<file path="src/ref_mem_pkg.sv">
`default_nettype none

package ref_mem_pkg;

	// bank geometry
	parameter int NUM_BANKS = 32;
	parameter int ADDR_W = 7;
	parameter int BANK_GROUP = 4;

	// preload window
	parameter int ROWS_PER_GROUP = 96;
	parameter int PRIME_ROWS = 4;

	// sub-area 1 walk
	parameter int SEARCH_COLS = 7;
	parameter int HALF_ROWS = 24;
	parameter int BLOCK_STRIDE = 24;
	parameter int STALL_LO = 7;
	parameter int STALL_HI = 19;
	parameter int SPLIT_STEP = 8;

	typedef logic [ADDR_W-1:0] bank_addr_t;
	typedef bank_addr_t [NUM_BANKS-1:0] bank_addr_bus_t;

	typedef enum logic [1:0] {
		PH_IDLE,
		PH_PRELOAD,
		PH_SEARCH
	} phase_t;

	// write one row into a group of four banks
	typedef struct packed {
		logic valid;
		logic [2:0] group;
		bank_addr_t row;
	} wr_cmd_t;

	// banks below split read row + BLOCK_STRIDE, the rest read row
	typedef struct packed {
		logic valid;
		bank_addr_t row;
		logic [4:0] split;
	} rd_cmd_t;

endpackage

`default_nettype wire
</file>
<file path="src/ref_mem_ctrl.sv">
`timescale 1ns/1ns
`default_nettype none

module ref_mem_ctrl
	import ref_mem_pkg::*;
#(
	parameter int NUM_BANKS = ref_mem_pkg::NUM_BANKS,
	parameter int ROWS_PER_GROUP = ref_mem_pkg::ROWS_PER_GROUP
) (
	input logic clk,
	input logic rst_n,
	input logic begin_prepare,
	output logic busy,
	output logic [NUM_BANKS-1:0] bank_sel,
	output bank_addr_bus_t wr_addr,
	output logic rd_en,
	output bank_addr_bus_t rd_addr,
	output logic [4:0] shift_value
);

	phase_t phase;
	logic pre_done;
	logic search_done;
	wr_cmd_t pre_wr;
	rd_cmd_t pre_rd;
	rd_cmd_t srch_rd;

	ref_phase_ctrl u_phase_ctrl (
		.clk(clk),
		.rst_n(rst_n),
		.begin_prepare(begin_prepare),
		.pre_done(pre_done),
		.search_done(search_done),
		.phase(phase),
		.busy(busy)
	);

	ref_preload_writer #(
		.NUM_BANKS(NUM_BANKS),
		.ROWS_PER_GROUP(ROWS_PER_GROUP)
	) u_preload_writer (
		.clk(clk),
		.rst_n(rst_n),
		.phase(phase),
		.pre_wr(pre_wr),
		.pre_rd(pre_rd),
		.pre_done(pre_done)
	);

	ref_search_reader u_search_reader (
		.clk(clk),
		.rst_n(rst_n),
		.phase(phase),
		.srch_rd(srch_rd),
		.search_done(search_done)
	);

	ref_bank_port #(
		.NUM_BANKS(NUM_BANKS)
	) u_bank_port (
		.clk(clk),
		.rst_n(rst_n),
		.pre_wr(pre_wr),
		.pre_rd(pre_rd),
		.srch_rd(srch_rd),
		.bank_sel(bank_sel),
		.wr_addr(wr_addr),
		.rd_en(rd_en),
		.rd_addr(rd_addr),
		.shift_value(shift_value)
	);

endmodule

`default_nettype wire

</file>
<file path="src/ref_bank_port.sv">
`timescale 1ns/1ns
`default_nettype none

module ref_bank_port
	import ref_mem_pkg::*;
#(
	parameter int NUM_BANKS = ref_mem_pkg::NUM_BANKS
) (
	input logic clk,
	input logic rst_n,
	input wr_cmd_t pre_wr,
	input rd_cmd_t pre_rd,
	input rd_cmd_t srch_rd,
	output logic [NUM_BANKS-1:0] bank_sel,
	output bank_addr_bus_t wr_addr,
	output logic rd_en,
	output bank_addr_bus_t rd_addr,
	output logic [4:0] shift_value
);

	rd_cmd_t rd;
	logic [NUM_BANKS-1:0] sel_d;
	bank_addr_t row_far;

	// the two read sources never overlap
	assign rd = pre_rd.valid ? pre_rd : srch_rd;
	assign row_far = rd.row + bank_addr_t'(BLOCK_STRIDE);

	// one group of adjacent banks per write
	always_comb begin
		for (int b = 0; b < NUM_BANKS; b++) begin
			sel_d[b] = pre_wr.valid && ((b / BANK_GROUP) == int'(pre_wr.group));
		end
	end

	always_ff @(posedge clk or negedge rst_n) begin
		if (!rst_n) begin
			bank_sel <= '0;
			rd_en <= 1'b0;
			shift_value <= '0;
		end else begin
			bank_sel <= sel_d;
			rd_en <= rd.valid;
			if (rd.valid) begin
				shift_value <= rd.split;
			end
		end
	end

	always_ff @(posedge clk) begin
		if (pre_wr.valid) begin
			for (int b = 0; b < NUM_BANKS; b++) begin
				wr_addr[b] <= pre_wr.row;
			end
		end
		if (rd.valid) begin
			for (int b = 0; b < NUM_BANKS; b++) begin
				rd_addr[b] <= (b < int'(rd.split)) ? row_far : rd.row;
			end
		end
	end

endmodule

`default_nettype wire

</file>
<file path="src/ref_search_reader.sv">
`timescale 1ns/1ns
`default_nettype none

module ref_search_reader
	import ref_mem_pkg::*;
(
	input logic clk,
	input logic rst_n,
	input phase_t phase,
	output rd_cmd_t srch_rd,
	output logic search_done
);

	localparam bank_addr_t STRIDE = bank_addr_t'(BLOCK_STRIDE);

	logic [4:0] row_cnt;
	logic stall;
	logic half;
	// column minus one, 0 to SEARCH_COLS-1
	logic [2:0] col_idx;

	logic active;
	logic in_stall;
	logic row_last;
	logic last_cmd;
	bank_addr_t row_addr;

	assign active = (phase == PH_SEARCH);
	assign in_stall = (row_cnt >= 5'(STALL_LO)) && (row_cnt <= 5'(STALL_HI));
	assign row_last = (row_cnt == 5'(HALF_ROWS - 1));
	assign last_cmd = active && row_last && half && (col_idx == 3'(SEARCH_COLS - 1));

	always_ff @(posedge clk or negedge rst_n) begin
		if (!rst_n) begin
			row_cnt <= '0;
			stall <= 1'b0;
			half <= 1'b0;
			col_idx <= '0;
		end else if (!active || last_cmd) begin
			row_cnt <= '0;
			stall <= 1'b0;
			half <= 1'b0;
			col_idx <= '0;
		end else if (in_stall && !stall) begin
			// hold the row for its second issue
			stall <= 1'b1;
		end else begin
			stall <= 1'b0;
			if (row_last) begin
				row_cnt <= '0;
				half <= ~half;
				if (half) begin
					col_idx <= col_idx + 3'd1;
				end
			end else begin
				row_cnt <= row_cnt + 5'd1;
			end
		end
	end

	always_comb begin
		row_addr = bank_addr_t'(row_cnt);
		// columns 5 to 7 sit one block further down
		if (col_idx[2]) begin
			row_addr = row_addr + STRIDE;
		end
		// lower block pair
		if (half) begin
			row_addr = row_addr + STRIDE;
		end
	end

	always_comb begin
		srch_rd.valid = active;
		srch_rd.row = row_addr;
		srch_rd.split = 5'(col_idx[1:0] * SPLIT_STEP);
	end

	assign search_done = last_cmd;

endmodule

`default_nettype wire

</file>
<file path="src/ref_preload_writer.sv">
`timescale 1ns/1ns
`default_nettype none

module ref_preload_writer
	import ref_mem_pkg::*;
#(
	parameter int NUM_BANKS = ref_mem_pkg::NUM_BANKS,
	parameter int ROWS_PER_GROUP = ref_mem_pkg::ROWS_PER_GROUP
) (
	input logic clk,
	input logic rst_n,
	input phase_t phase,
	output wr_cmd_t pre_wr,
	output rd_cmd_t pre_rd,
	output logic pre_done
);

	localparam int NUM_GROUPS = NUM_BANKS / BANK_GROUP;
	localparam int PRIME_FIRST = ROWS_PER_GROUP - PRIME_ROWS;

	// preload count k kept as group k / ROWS_PER_GROUP and row k mod ROWS_PER_GROUP
	logic [2:0] group_cnt;
	bank_addr_t row_cnt;
	logic active;
	logic row_last;
	logic group_last;
	logic priming;

	assign active = (phase == PH_PRELOAD);
	assign row_last = (row_cnt == bank_addr_t'(ROWS_PER_GROUP - 1));
	assign group_last = (group_cnt == 3'(NUM_GROUPS - 1));
	assign priming = group_last && (row_cnt >= bank_addr_t'(PRIME_FIRST));

	always_ff @(posedge clk or negedge rst_n) begin
		if (!rst_n) begin
			group_cnt <= '0;
			row_cnt <= '0;
		end else if (!active) begin
			group_cnt <= '0;
			row_cnt <= '0;
		end else if (row_last) begin
			row_cnt <= '0;
			group_cnt <= group_cnt + 3'd1;
		end else begin
			row_cnt <= row_cnt + bank_addr_t'(1);
		end
	end

	always_comb begin
		pre_wr.valid = active;
		pre_wr.group = group_cnt;
		pre_wr.row = row_cnt;
		// last few cycles also prime the PEs with rows 0 and up
		pre_rd.valid = active && priming;
		pre_rd.row = row_cnt - bank_addr_t'(PRIME_FIRST);
		pre_rd.split = '0;
	end

	assign pre_done = active && group_last && row_last;

endmodule

`default_nettype wire

</file>
<file path="src/ref_phase_ctrl.sv">
`timescale 1ns/1ns
`default_nettype none

module ref_phase_ctrl
	import ref_mem_pkg::*;
(
	input logic clk,
	input logic rst_n,
	input logic begin_prepare,
	input logic pre_done,
	input logic search_done,
	output phase_t phase,
	output logic busy
);

	phase_t phase_nxt;

	always_comb begin
		phase_nxt = phase;
		case (phase)
			PH_IDLE: begin
				// start only once busy has dropped
				if (begin_prepare && !busy) begin
					phase_nxt = PH_PRELOAD;
				end
			end
			PH_PRELOAD: begin
				if (pre_done) begin
					phase_nxt = PH_SEARCH;
				end
			end
			PH_SEARCH: begin
				if (search_done) begin
					phase_nxt = PH_IDLE;
				end
			end
			default: begin
				phase_nxt = PH_IDLE;
			end
		endcase
	end

	always_ff @(posedge clk or negedge rst_n) begin
		if (!rst_n) begin
			phase <= PH_IDLE;
			busy <= 1'b0;
		end else begin
			phase <= phase_nxt;
			// trails phase by one cycle to cover the output register
			busy <= (phase != PH_IDLE);
		end
	end

endmodule

`default_nettype wire

</file>
<file path="config.mk">
export PLATFORM = sky130hd
export DESIGN_NAME = ref_mem_ctrl
export DESIGN_NICKNAME = d
export VERILOG_FILES = /design/src/ref_mem_pkg.sv /design/src/ref_mem_ctrl.sv /design/src/ref_bank_port.sv /design/src/ref_search_reader.sv /design/src/ref_preload_writer.sv /design/src/ref_phase_ctrl.sv
export SDC_FILE = /design/constraint.sdc
export NUM_CORES = 1
export LEC_CHECK = 0
export BUFFER_PORTS_ARGS = -buffer_cell sky130_fd_sc_hd__buf_2
export CELL_PAD_IN_SITES_DETAIL_PLACEMENT = 1
export CELL_PAD_IN_SITES_GLOBAL_PLACEMENT = 1
export CORE_AREA = 10 10 185 187
export DETAILED_ROUTE_END_ITERATION = 6
export DIE_AREA = 0 0 195 197
export MAX_ROUTING_LAYER = met4
export PLACE_DENSITY_LB_ADDON = 0.1
export REMOVE_ABC_BUFFERS = 1
export SLEW_MARGIN = 20
export SYNTH_ARGS = -nofsm -noshare
export SYNTH_HDL_FRONTEND = slang
export SYNTH_HIERARCHICAL = 1
export SYNTH_SLANG_ARGS = --single-unit
export TNS_END_PERCENT = 5
</file>
<file path="constraint.sdc">
create_clock -name clk -period 13.05 [get_ports clk]
set_input_delay 0.6525 -clock clk [delete_from_list [all_inputs] [get_ports clk]]
set_output_delay 0.6525 -clock clk [all_outputs]
set_load 0.02 [all_outputs]
</file>
==> results by group, run 1 <==
Outcome
  • Result of the run: finished, final reports clean

Final layout
  • Syn-to-layout area delta: 6.762%
  • Fin cells: 1,555
  • Final standard cell area without fillers: 0.01205 sq mm
  • Number of diodes: 0
  • Final layout net count: 1,163
  • Layout cells sized above 1: 50.82%

Power and ir drop
  • Leakage power figure: 5.267 nW
  • Clk network pwr share: 44.8%
  • Internal power summed over all cells: 0.0008675 W
  • Combinational group share of total power: 1.7%
  • Proportion of total power due to net switching: 22.07%
  • Power density relative to cell area: 92.38 mW/mm^2
  • Sequential fraction of design power: 53.4%
  • Switching power total: 0.0002457 W
  • Worst-case vdd ir drop: 86.12 uV
  • Post-layout power: 0.001113 W

Routing
  • Overall routed net length: 33,860 um
  • Count of routing violations after the opening detailed-route iteration: 250
  • Via total after detailed routing: 7,024
  • Remaining antenna violation count: 0
  • Post-route DRC: 0
  • Drt wl/cell: 21.77 um
  • Total iterations of the first detailed-routing run: 4
  • DR vias/cell: 4.517

Timing
  • Final Cycle Share: 31.42%
  • Final Setup Violations: 0
  • Worst max-slew margin expressed relative to the limit: 29.92%
  • Upper clock frequency limit: 0.2439 GHz
  • Final TNS setup: 0 ns
  • Final Worst Setup Slack: 8.950 ns
  • Total count of max-transition violations in the final report: 0
  • Period minus WS final: 4.100 ns
  • RSZ-0062 raised after global routing: false
  • Number of endpoints with negative hold slack in the final report: 0
  • Setup clock skew after layout: 0.01462 ns
  • Worst-margin pin slew: 1.051 ns

Global route
  • Initial antenna violation count: 0
  • Maximum number of pins on one net before global-route repair: 80
  • First-pass GRT wire length: 49,900 um
  • Total overflow reported by the global router: 0
  • Overall routing resource usage: 17.28%
  • Via count of the first global-routing pass: 7,567

Logic synthesis
  • Mapped Avg Cell Area: 11.12 sq um
  • Cell count after synthesis: 1,015
  • Register area share after synthesis: 44.92%
  • EDFF count, synth: 138
  • Main synth FF type: sky130_fd_sc_hd__edfxtp_1
  • Area of the mapped netlist: 0.01129 sq mm
  • Count of different cell masters after synthesis: 83
  • Proportion of synthesized flip-flops having asynchronous set or reset: 21.14%
  • Seq cells post-synth: 175
  • Number of warnings reported in the yosys synthesis log: 6

Clocking
  • Clock buffers created by TritonCTS: 17
  • Total of hold buffers inserted after clock tree synthesis: 0
  • Post-CTS Setup Bufs: 0
  • Max H-tree Level: 4
  • Clock Pin Slew Worst Setup and Hold Paths: 0.07 ns
  • Clock Latency Late Sink: 0.43 ns
  • CTS-repair resized insts: 0
  • Number of buffers on the longest clock path: 2
  • CTS tree: done
  • Clock sink total: 175
  • Root buffer selected by CTS: sky130_fd_sc_hd__clkbuf_16

Setup path
  • Required time at the worst-slack endpoint: 13.09 ns
  • Critical path class: reg2reg
  • Data arrival time of the critical path: 4.14 ns
  • Category of the worst setup path capture point: flop
  • Largest fanout on the critical path: 79
  • Slack of the worst reg-to-reg path: 8.95 ns
  • Element type at the critical path start: flop

Placed design
  • Worst slack after detailed placement: 8.893 ns
  • Number of buffers added on ports: 489
  • Half-perimeter wire length after placement: 25,680 um
  • Number of instances in the placed design: 1,520
  • Placer Congestion: 0.7891
  • Post-Place Cell Area: 0.01144 sq mm

Flow run
  • Max Cap Viol: 0

Floorplanning
  • Count of boundary I/O pins: 490
  • Initial standard-cell utilization of the core: 37.09%
  • Placeable Area: 0.03043 sq mm
  • Site row count: 64
  • Die Wd: 195 um
  • Area of the die: 0.03842 sq mm
  • Die height: 197 um

Hold path
  • Min-Delay Path Class: in2async
layout by cell type (no fill, tap or decap), types with 4 or more instances in the layout:
cell and instances:
sky130_fd_sc_hd__clkbuf_16 17, sky130_fd_sc_hd__clkinv_1 4, sky130_fd_sc_hd__nor2b_1 14, sky130_fd_sc_hd__nand4_1 5, sky130_fd_sc_hd__inv_1 13, sky130_fd_sc_hd__nand2b_1 10, sky130_fd_sc_hd__o21ai_1 4, sky130_fd_sc_hd__o211ai_1 5
sky130_fd_sc_hd__nand3_1 12, sky130_fd_sc_hd__xnor2_1 99, sky130_fd_sc_hd__nor3_1 11, sky130_fd_sc_hd__nor2_1 41, sky130_fd_sc_hd__clkinv_4 4, sky130_fd_sc_hd__mux2i_4 4, sky130_fd_sc_hd__o21ai_0 10, sky130_fd_sc_hd__buf_4 5
sky130_fd_sc_hd__nor4_2 4, sky130_fd_sc_hd__conb_1 8, sky130_fd_sc_hd__a21oi_1 25, sky130_fd_sc_hd__o21bai_1 4, sky130_fd_sc_hd__buf_2 489, sky130_fd_sc_hd__edfxtp_1 138, sky130_fd_sc_hd__nand2_1 55, sky130_fd_sc_hd__and2_1 4
sky130_fd_sc_hd__a211oi_2 6, sky130_fd_sc_hd__ha_1 13, sky130_fd_sc_hd__mux2i_1 24, sky130_fd_sc_hd__mux2_2 4, sky130_fd_sc_hd__dfrtp_1 37
Yosys cell counts, types with 4 or more instances:
cell type | number | area, sq um
sky130_fd_sc_hd__nor3_1 | 11 | 55.05
sky130_fd_sc_hd__nand4_1 | 5 | 31.28
sky130_fd_sc_hd__clkbuf_1 | 10 | 37.54
sky130_fd_sc_hd__buf_6 | 8 | 90.09
sky130_fd_sc_hd__ha_1 | 14 | 175.2
sky130_fd_sc_hd__buf_4 | 355 | 2665
sky130_fd_sc_hd__xnor2_1 | 99 | 867.1
sky130_fd_sc_hd__edfxtp_1 | 138 | 4144
sky130_fd_sc_hd__o21bai_1 | 4 | 30.03
sky130_fd_sc_hd__dfrtp_1 | 37 | 925.9
sky130_fd_sc_hd__o21ai_0 | 10 | 50.05
sky130_fd_sc_hd__a211oi_2 | 6 | 75.07
sky130_fd_sc_hd__o21ai_1 | 4 | 20.02
sky130_fd_sc_hd__nor2b_1 | 14 | 87.58
sky130_fd_sc_hd__nor2_1 | 41 | 153.9
sky130_fd_sc_hd__inv_1 | 13 | 48.80
sky130_fd_sc_hd__mux2i_1 | 25 | 250.2
sky130_fd_sc_hd__nand3_1 | 12 | 60.06
sky130_fd_sc_hd__nand2b_1 | 10 | 62.56
sky130_fd_sc_hd__a21oi_1 | 26 | 130.1
sky130_fd_sc_hd__o211ai_1 | 5 | 37.54
sky130_fd_sc_hd__mux2_2 | 4 | 45.04
sky130_fd_sc_hd__nor4_2 | 4 | 50.05
sky130_fd_sc_hd__and2_1 | 4 | 25.02
sky130_fd_sc_hd__buf_2 | 18 | 90.09
sky130_fd_sc_hd__nand2_1 | 55 | 206.5
power groups by stage:
stage | registers (W) | logic (W) | clock network (W)
finish | 0.000595 | 0.0000193 | 0.000499
CTS | 0.000595 | 0.0000166 | 0.000515
detailed placement | 0.000607 | 0.0000166 | 0
global route | 0.000595 | 0.0000214 | 0.000539
floorplan | 0.000607 | 0.0000118 | 0
global placement | 0.000607 | 0.0000163 | 0
flip-flops by register name, summed over array words and instances, names as in the netlist:
signal                      count
u_bank_port/shift_value         5
u_search_reader/half            1
u_search_reader/stall           1
u_bank_port/wr_addr             7
u_preload_writer/group_cnt      3
u_search_reader/row_cnt         5
u_phase_ctrl/phase              2
u_bank_port/rd_en               1
u_phase_ctrl/busy               1
u_bank_port/rd_addr           131
u_search_reader/col_idx         3
u_preload_writer/row_cnt        7
u_bank_port/bank_sel            8
cell families after synthesis:
group | Yosys count | synth area share, %
buffers and inverters | 408 | 26.11
and+or+nand+nor | 190 | 9.955
DFF | 175 | 44.92
xor gates and xnor gates | 102 | 7.915
AOI/OAI and AO/OA | 91 | 6.153
muxes | 33 | 3.337
adders and majority gates | 14 | 1.552
other | 2 | 0.06654
area by class of cell:
class                      count  area [sq um]
timing repair buffer         497          2535
clock inverter                13         131.4
sequential                   175          5070
multi-input combinational    438          3322
tap                          396         495.5
clock buffer                  19         432.9
inverter                      17         63.81
fill                        3393         18380
layer usage:
layer  up-vias  part of all wire (%)  global-route usage [%]
li1       3318                     -                       -
met1      3427                    44                   21.11
met2       262                    49                   28.33
met3        17                   6.2                   4.735
met4         0                  0.74                   3.196
met5         -                     0                       -
stage by stage:
step	hold slack (ns)	util (%)
3_3_place_gp	0.4733	37.57
3_5_place_dp	0.4942	37.58
2_1_floorplan	0.3569	-
6_report	0.1303	39.60
5_1_grt	0.1265	39.60
4_1_cts	0.4041	39.44
final timing paths:
path | endpoint | startpoint | cells after the start
max | u_bank_port/rd_addr[110] | u_phase_ctrl/phase[1] | 7
max reg2reg | u_bank_port/rd_addr[110] | u_phase_ctrl/phase[1] | 7
min in group clk | u_phase_ctrl/phase[0] | u_phase_ctrl/busy | 1
min reg2reg | u_phase_ctrl/phase[0] | u_phase_ctrl/busy | 1
max in group asynchronous | u_bank_port/bank_sel[11] | rst_n | 2
min | u_bank_port/shift_value[4] | rst_n | 1
critical path, cell delays in order, from the launching register on:
cell,delay [ns]
sky130_fd_sc_hd__dfrtp_1,0.42
sky130_fd_sc_hd__nand2b_1,0.28
sky130_fd_sc_hd__clkinv_1,0.32
sky130_fd_sc_hd__nand3_1,0.19
sky130_fd_sc_hd__a21oi_4,0.13
sky130_fd_sc_hd__buf_4,0.55
sky130_fd_sc_hd__or2_4,0.78
sky130_fd_sc_hd__buf_4,0.89
(Power assumes the default switching activity.)
==> run 2: changes to the inputs <==
--- a/config.mk
+++ b/config.mk
@@ -8,9 +8,9 @@
 export BUFFER_PORTS_ARGS = -buffer_cell sky130_fd_sc_hd__buf_2
 export CELL_PAD_IN_SITES_DETAIL_PLACEMENT = 1
 export CELL_PAD_IN_SITES_GLOBAL_PLACEMENT = 1
-export CORE_AREA = 10 10 185 187
+export CORE_MARGIN = 10
+export CORE_UTILIZATION = 37
 export DETAILED_ROUTE_END_ITERATION = 6
-export DIE_AREA = 0 0 195 197
 export MAX_ROUTING_LAYER = met4
 export PLACE_DENSITY_LB_ADDON = 0.1
 export REMOVE_ABC_BUFFERS = 1
==> constraint.sdc (replaced) <==
create_clock -name clk -period 4 [get_ports clk]
set_input_delay 0.2 -clock clk [delete_from_list [all_inputs] [get_ports clk]]
set_output_delay 0.2 -clock clk [all_outputs]
set_load 0.02 [all_outputs]
==> run 2 against run 1 <==
Effect of this change: clock skew is 0.0054 ns lower; fmax grew 26%; power increased to 3.4 times the previous value; flip-flop and latch count stayed put; count of clock-buffer cells in the layout decreased by 2; setup slack worse by 8.2 ns; non-clock buffer count grew 16; first-iteration DRC count grew 13%; cell area up 1.7%; wire length is 2.1% higher; die area is 1.4% lower; largest cell class unchanged; largest power group unchanged.
==> results by group, run 2 (synthesized netlist as in run 1, its figures left out) <==
Final layout
  • Area of the multi-input gates: 0.003319 sq mm
  • Final standard cell area without fillers: 0.01226 sq mm
  • Max reg flops: 131
  • Syn-to-layout area delta: 8.614%
  • FILL cells: 3,352
  • Layout cells sized above 1: 51.49%
  • Largest registers: u_bank_port/rd_addr: 131 flops, u_bank_port/bank_sel: 8 flops
  • Number of diodes: 0
  • Register bank with the most flops: u_bank_port/rd_addr
  • Final layout net count: 1,179
  • Commonest cells after routing, fill and taps aside: 489 x sky130_fd_sc_hd__buf_2, 138 x sky130_fd_sc_hd__edfxtp_1, 99 x sky130_fd_sc_hd__xnor2_1
  • Commonest non-fill, non-tap cell in the layout: sky130_fd_sc_hd__buf_2
  • Sequential cell area: 0.005070 sq mm

Timing
  • Setup clock skew after layout: 0.009203 ns
  • Worst max-slew margin expressed relative to the limit: 32.71%
  • Upper clock frequency limit: 0.3080 GHz
  • Final Cycle Share: 81.18%
  • Total count of max-transition violations in the final report: 0
  • Worst-margin pin slew: 1.009 ns
  • RSZ-0062 raised after global routing: false
  • Period minus WS final: 3.247 ns
  • Number of endpoints with negative hold slack in the final report: 0
  • Final Setup Violations: 0

Flow run
  • Max Cap Viol: 0

Floorplanning
  • Die height: 194.7 um
  • Initial standard-cell utilization of the core: 37.78%
  • Count of boundary I/O pins: 490
  • Placeable Area: 0.02987 sq mm
  • Site row count: 63
  • Area of the die: 0.03789 sq mm
  • Die Wd: 194.7 um

Hold path
  • Min-Delay Path Class: in2reg
  • Hold path startpoint: begin_prepare

Outcome
  • Result of the run: finished, final reports clean

Setup path
  • Element type at the critical path start: flop
  • Data arrival time of the critical path: 3.42 ns
  • Required time at the worst-slack endpoint: 4.18 ns
  • Critical path class: reg2reg
  • Category of the worst setup path capture point: flop
  • Launch instance of the worst register-to-register path: u_preload_writer/row_cnt[2]
  • Origin of the worst setup path: u_preload_writer/row_cnt[2]
  • Largest fanout on the critical path: 22

Clocking
  • Root buffer selected by CTS: sky130_fd_sc_hd__clkbuf_16
  • Clock sink total: 175
  • CTS tree: done
  • Max H-tree Level: 4
  • Clock buffers created by TritonCTS: 17
  • Clock Latency Late Sink: 0.43 ns
  • Number of buffers on the longest clock path: 2
  • Clock Pin Slew Worst Setup and Hold Paths: 0.07 ns
  • CTS-repair resized insts: 0

Global route
  • Initial antenna violation count: 0
  • Via count of the first global-routing pass: 7,640
  • Overall routing resource usage: 17.92%
  • Total overflow reported by the global router: 0
  • Maximum number of pins on one net before global-route repair: 42
  • First-pass GRT wire length: 51,070 um

Power and ir drop
  • Proportion of total power due to net switching: 21.02%
  • Switching power total: 0.0007848 W
  • Power density relative to cell area: 304.6 mW/mm^2
  • Worst-case vdd ir drop: 256.6 uV
  • Combinational group share of total power: 1.6%
  • Clk network pwr share: 46.4%
  • Post-layout power: 0.003734 W
  • Internal power summed over all cells: 0.002949 W
  • Leakage power figure: 5.377 nW
  • Sequential fraction of design power: 52.0%

Routing
  • DR vias/cell: 4.515
  • Overall routed net length: 34,560 um
  • Drt wl/cell: 22.08 um
  • Total iterations of the first detailed-routing run: 5
  • Via total after detailed routing: 7,066
  • Post-route DRC: 0
  • Remaining antenna violation count: 0
  • Count of routing violations after the opening detailed-route iteration: 282

Placed design
  • Half-perimeter wire length after placement: 26,440 um
  • Placer Congestion: 0.7857
  • Post-Place Cell Area: 0.01161 sq mm
  • Number of buffers added on ports: 489
## run 2: final timing paths
| path | to | slack, ns | cells after the start |
|---|---|---|---|
| min | u_phase_ctrl/phase[0] | 0.05 | 3 |
| max reg2reg | u_bank_port/rd_addr[34] | 0.75 | 8 |
| max | u_bank_port/rd_addr[34] | 0.75 | 8 |
| min in group asynchronous | u_search_reader/col_idx[1] | 0.49 | 2 |
| min reg2reg | u_phase_ctrl/phase[0] | 0.49 | 1 |
| max in group asynchronous | u_bank_port/bank_sel[27] | 2.89 | 2 |
## run 2: what timing repair did
item	CTS	global route
hold endpoints to repair	37	0
hold buffers	1	0
setup endpoints to repair	0	0
buffers inserted	0	0
## run 2: per-stage QoR
step	hold WS, ns	worst slack (ns)	utilization (%)	std cells	setup TNS (ns)
global route	0.04494	0.5164	41.04	1565	0
CTS	0.03342	0.7209	40.93	1563	0
detailed placement	0.4080	0.7514	38.86	1530	0
floorplan	-0.09559	-3.115	-	630	-654.11
finish	0.05019	0.7529	41.04	1565	0
global placement	0.3954	0.7839	38.86	1530	0
## run 2: area by class of cell
cell class              count  area share, %
well taps                 390          3.980
clock buffers              17          3.470
inverters                  17         0.5205
repair buffers            513          22.09
flip-flops and latches    175          41.36
multi-input cells         438          27.08
clock inverters            15          1.511
## run 2: metal layers
| layer | up-vias | wire length [um] | GRT usage (%) |
|---|---|---|---|
| met5 | - | 0 | - |
| met4 | 0 | 340 | 4.060 |
| met3 | 20 | 2038 | 4.491 |
| met2 | 270 | 16530 | 28.49 |
| met1 | 3422 | 15650 | 22.54 |
| li1 | 3354 | - | - |
## run 2: critical path, cell delays in order (launching register included)
cell and delay (ns):
sky130_fd_sc_hd__dfrtp_1 0.48, sky130_fd_sc_hd__ha_1 0.31, sky130_fd_sc_hd__a31oi_1 0.16, sky130_fd_sc_hd__a21oi_4 0.65, sky130_fd_sc_hd__buf_4 0.40, sky130_fd_sc_hd__nor3_1 0.14
sky130_fd_sc_hd__nor2_1 0.48, sky130_fd_sc_hd__o21ai_0 0.21, sky130_fd_sc_hd__xnor2_1 0.15
## run 2: power groups by stage
stage | Clock [W] | Sequential (W) | Combinational (W)
after floorplan | 0 | 0.00198 | 0.0000385
after global placement | 0 | 0.00198 | 0.0000522
after detailed placement | 0 | 0.00198 | 0.0000529
after CTS | 0.00178 | 0.00194 | 0.0000540
after global routing | 0.00186 | 0.00194 | 0.0000681
final | 0.00173 | 0.00194 | 0.0000607
==> run 3: changes to the inputs <==
==> constraint.sdc (replaced) <==
create_clock -name clk -period 3.05 [get_ports clk]
set_input_delay 0.1525 -clock clk [delete_from_list [all_inputs] [get_ports clk]]
set_output_delay 0.1525 -clock clk [all_outputs]
set_load 0.02 [all_outputs]
==> run 3 against run 2 <==
Effect of this change: non-clock buffer count is 21 higher; fmax is 13% higher; global-route usage is 0.12 points higher; register-to-register slack worse by 0.58 ns; clock power is 20% higher; largest power group unchanged.
==> results by group, run 3 (synthesized netlist as in run 1, its figures left out) <==
Outcome
  • Result of the run: finished, final reports clean

Global route
  • Maximum number of pins on one net before global-route repair: 55
  • First-pass GRT wire length: 51,660 um
  • Overall routing resource usage: 18.05%
  • GRT met3 Usage: 4.457%
  • Via count of the first global-routing pass: 7,862
  • GR Util met2: 29.69%
  • Initial antenna violation count: 0
  • GRT Max-Usage Layer: met2
  • GR met1 Demand/Resource: 21.91%
  • Total overflow reported by the global router: 0

Final layout
  • Layout cells sized above 1: 52.09%
  • Sequential cell area: 0.005070 sq mm
  • Syn-to-layout area delta: 9.212%
  • Final layout net count: 1,200
  • Final cell utilization of the core: 41.26%
  • Largest registers: u_bank_port/rd_addr: 131 flops, u_bank_port/bank_sel: 8 flops
  • Fin cells: 1,586
  • Commonest cells after routing, fill and taps aside: 489 x sky130_fd_sc_hd__buf_2, 138 x sky130_fd_sc_hd__edfxtp_1, 99 x sky130_fd_sc_hd__xnor2_1
  • Max reg flops: 131
  • Register bank with the most flops: u_bank_port/rd_addr
  • FILL cells: 3,361
  • Final standard cell area without fillers: 0.01233 sq mm
  • Area of the multi-input gates: 0.003327 sq mm
  • Commonest non-fill, non-tap cell in the layout: sky130_fd_sc_hd__buf_2
  • Number of diodes: 0

Routing
  • Post-route DRC: 0
  • Count of routing violations after the opening detailed-route iteration: 245
  • Drt wl/cell: 21.94 um
  • DR vias/cell: 4.525
  • Overall routed net length: 34,800 um
  • Remaining antenna violation count: 0
  • Total iterations of the first detailed-routing run: 4
  • Via total after detailed routing: 7,176

Timing
  • Period minus WS final: 2.875 ns
  • Final Cycle Share: 94.25%
  • Final Setup Violations: 0
  • Final TNS setup: 0 ns
  • Upper clock frequency limit: 0.3479 GHz
  • RSZ-0062 raised after global routing: false
  • Total count of max-transition violations in the final report: 0
  • Worst max-slew margin expressed relative to the limit: 30.06%
  • Setup clock skew after layout: 0.01201 ns
  • Worst-margin pin slew: 1.049 ns
  • Number of endpoints with negative hold slack in the final report: 0
  • Smallest hold slack: 0.4359 ns

Setup path
  • Data arrival time of the critical path: 3.02 ns
  • Element type at the critical path start: flop
  • Category of the worst setup path capture point: flop
  • Required time at the worst-slack endpoint: 3.20 ns
  • Largest fanout on the critical path: 17
  • Critical path class: reg2reg

Placed design
  • Post-Place Cell Area: 0.01168 sq mm
  • Number of instances in the placed design: 1,544
  • Placer Congestion: 0.7850
  • Half-perimeter wire length after placement: 26,660 um
  • Number of buffers added on ports: 489

Power and ir drop
  • Worst-case vdd ir drop: 381.8 uV
  • Leakage power figure: 5.439 nW
  • Power density relative to cell area: 381.9 mW/mm^2

Floorplanning
  • Initial standard-cell utilization of the core: 37.78%
  • Site row count: 63
  • Area of the die: 0.03789 sq mm
  • Placeable Area: 0.02987 sq mm
  • Die height: 194.7 um
  • Die Wd: 194.7 um
  • Count of boundary I/O pins: 490

Clocking
  • Clock Latency Late Sink: 0.43 ns
  • Max H-tree Level: 4
  • Number of buffers on the longest clock path: 2
  • Clock buffers created by TritonCTS: 17
  • Clock Pin Slew Worst Setup and Hold Paths: 0.07 ns
  • Root buffer selected by CTS: sky130_fd_sc_hd__clkbuf_16
  • CTS tree: done
  • Clock sink total: 175

Flow run
  • Max Cap Viol: 0

Hold path
  • Min-Delay Path Class: in2async
run 3: metrics by stage:
step | worst slack [ns] | power, W
after detailed placement | 0.08869 | 0.002668
after floorplan | -4.065 | 0.002648
after global routing | 0.01010 | 0.004884
final | 0.1754 | 0.004707
after CTS | 0.07299 | 0.004765
after global placement | 0.2194 | 0.002667
run 3: what timing repair did:
item / in CTS / in global routing
endpoints found under the hold margin: 38 / 0
hold buffers: 2 / 0
gates resized for setup: 0 / 1
setup endpoints to repair: 0 / 11
buffers inserted: 0 / 7
run 3: cell type report:
cell class,instances,area share (%)
Sequential cell,175,41.13
Tap cell,390,3.959
Inverter,17,0.5177
Multi-Input combinational cell,438,26.99
Clock buffer,20,3.542
Clock inverter,12,0.8932
Timing Repair Buffer,534,22.97
run 3: metal layers:
| metal | wire length, um | share of wire (%) |
|---|---|---|
| met5 | 0 | 0 |
| met4 | 370 | 1.1 |
| met3 | 1946 | 5.6 |
| met2 | 17070 | 49 |
| met1 | 15410 | 44 |
run 3: path summary, 6_finish.rpt:
check	from	to	slack (ns)	cells after the start
worst max-delay path	u_search_reader/row_cnt[3]	u_bank_port/rd_addr[34]	0.18	12
worst min-delay path	rst_n	u_search_reader/col_idx[1]	0.44	2
worst max register to register	u_search_reader/row_cnt[3]	u_bank_port/rd_addr[34]	0.18	12
worst min register to register	u_phase_ctrl/busy	u_phase_ctrl/phase[0]	0.50	1
max in group asynchronous	rst_n	u_bank_port/bank_sel[28]	2.01	2
min in group clk	u_phase_ctrl/busy	u_phase_ctrl/phase[0]	0.50	1
run 3: worst max-delay path: stages, from the launching register on:
cell and delay, ns:
sky130_fd_sc_hd__dfrtp_1 0.38, sky130_fd_sc_hd__inv_1 0.16, sky130_fd_sc_hd__ha_1 0.28, sky130_fd_sc_hd__nand2_1 0.07
sky130_fd_sc_hd__o21ai_0 0.11, sky130_fd_sc_hd__ha_1 0.29, sky130_fd_sc_hd__mux2i_1 0.22, sky130_fd_sc_hd__mux2i_4 0.10
sky130_fd_sc_hd__buf_4 0.24, sky130_fd_sc_hd__a21oi_2 0.17, sky130_fd_sc_hd__buf_4 0.25, sky130_fd_sc_hd__o21ai_0 0.15
sky130_fd_sc_hd__xnor2_1 0.16
run 3: power by group:
part	switching (W)	leakage (nW)	internal, W
Combinational	0.0000627	3.38	0.0000184
Sequential	0	1.80	0.00255
Clock	0.000951	0.259	0.00113
Total	0.00101	5.44	0.00369
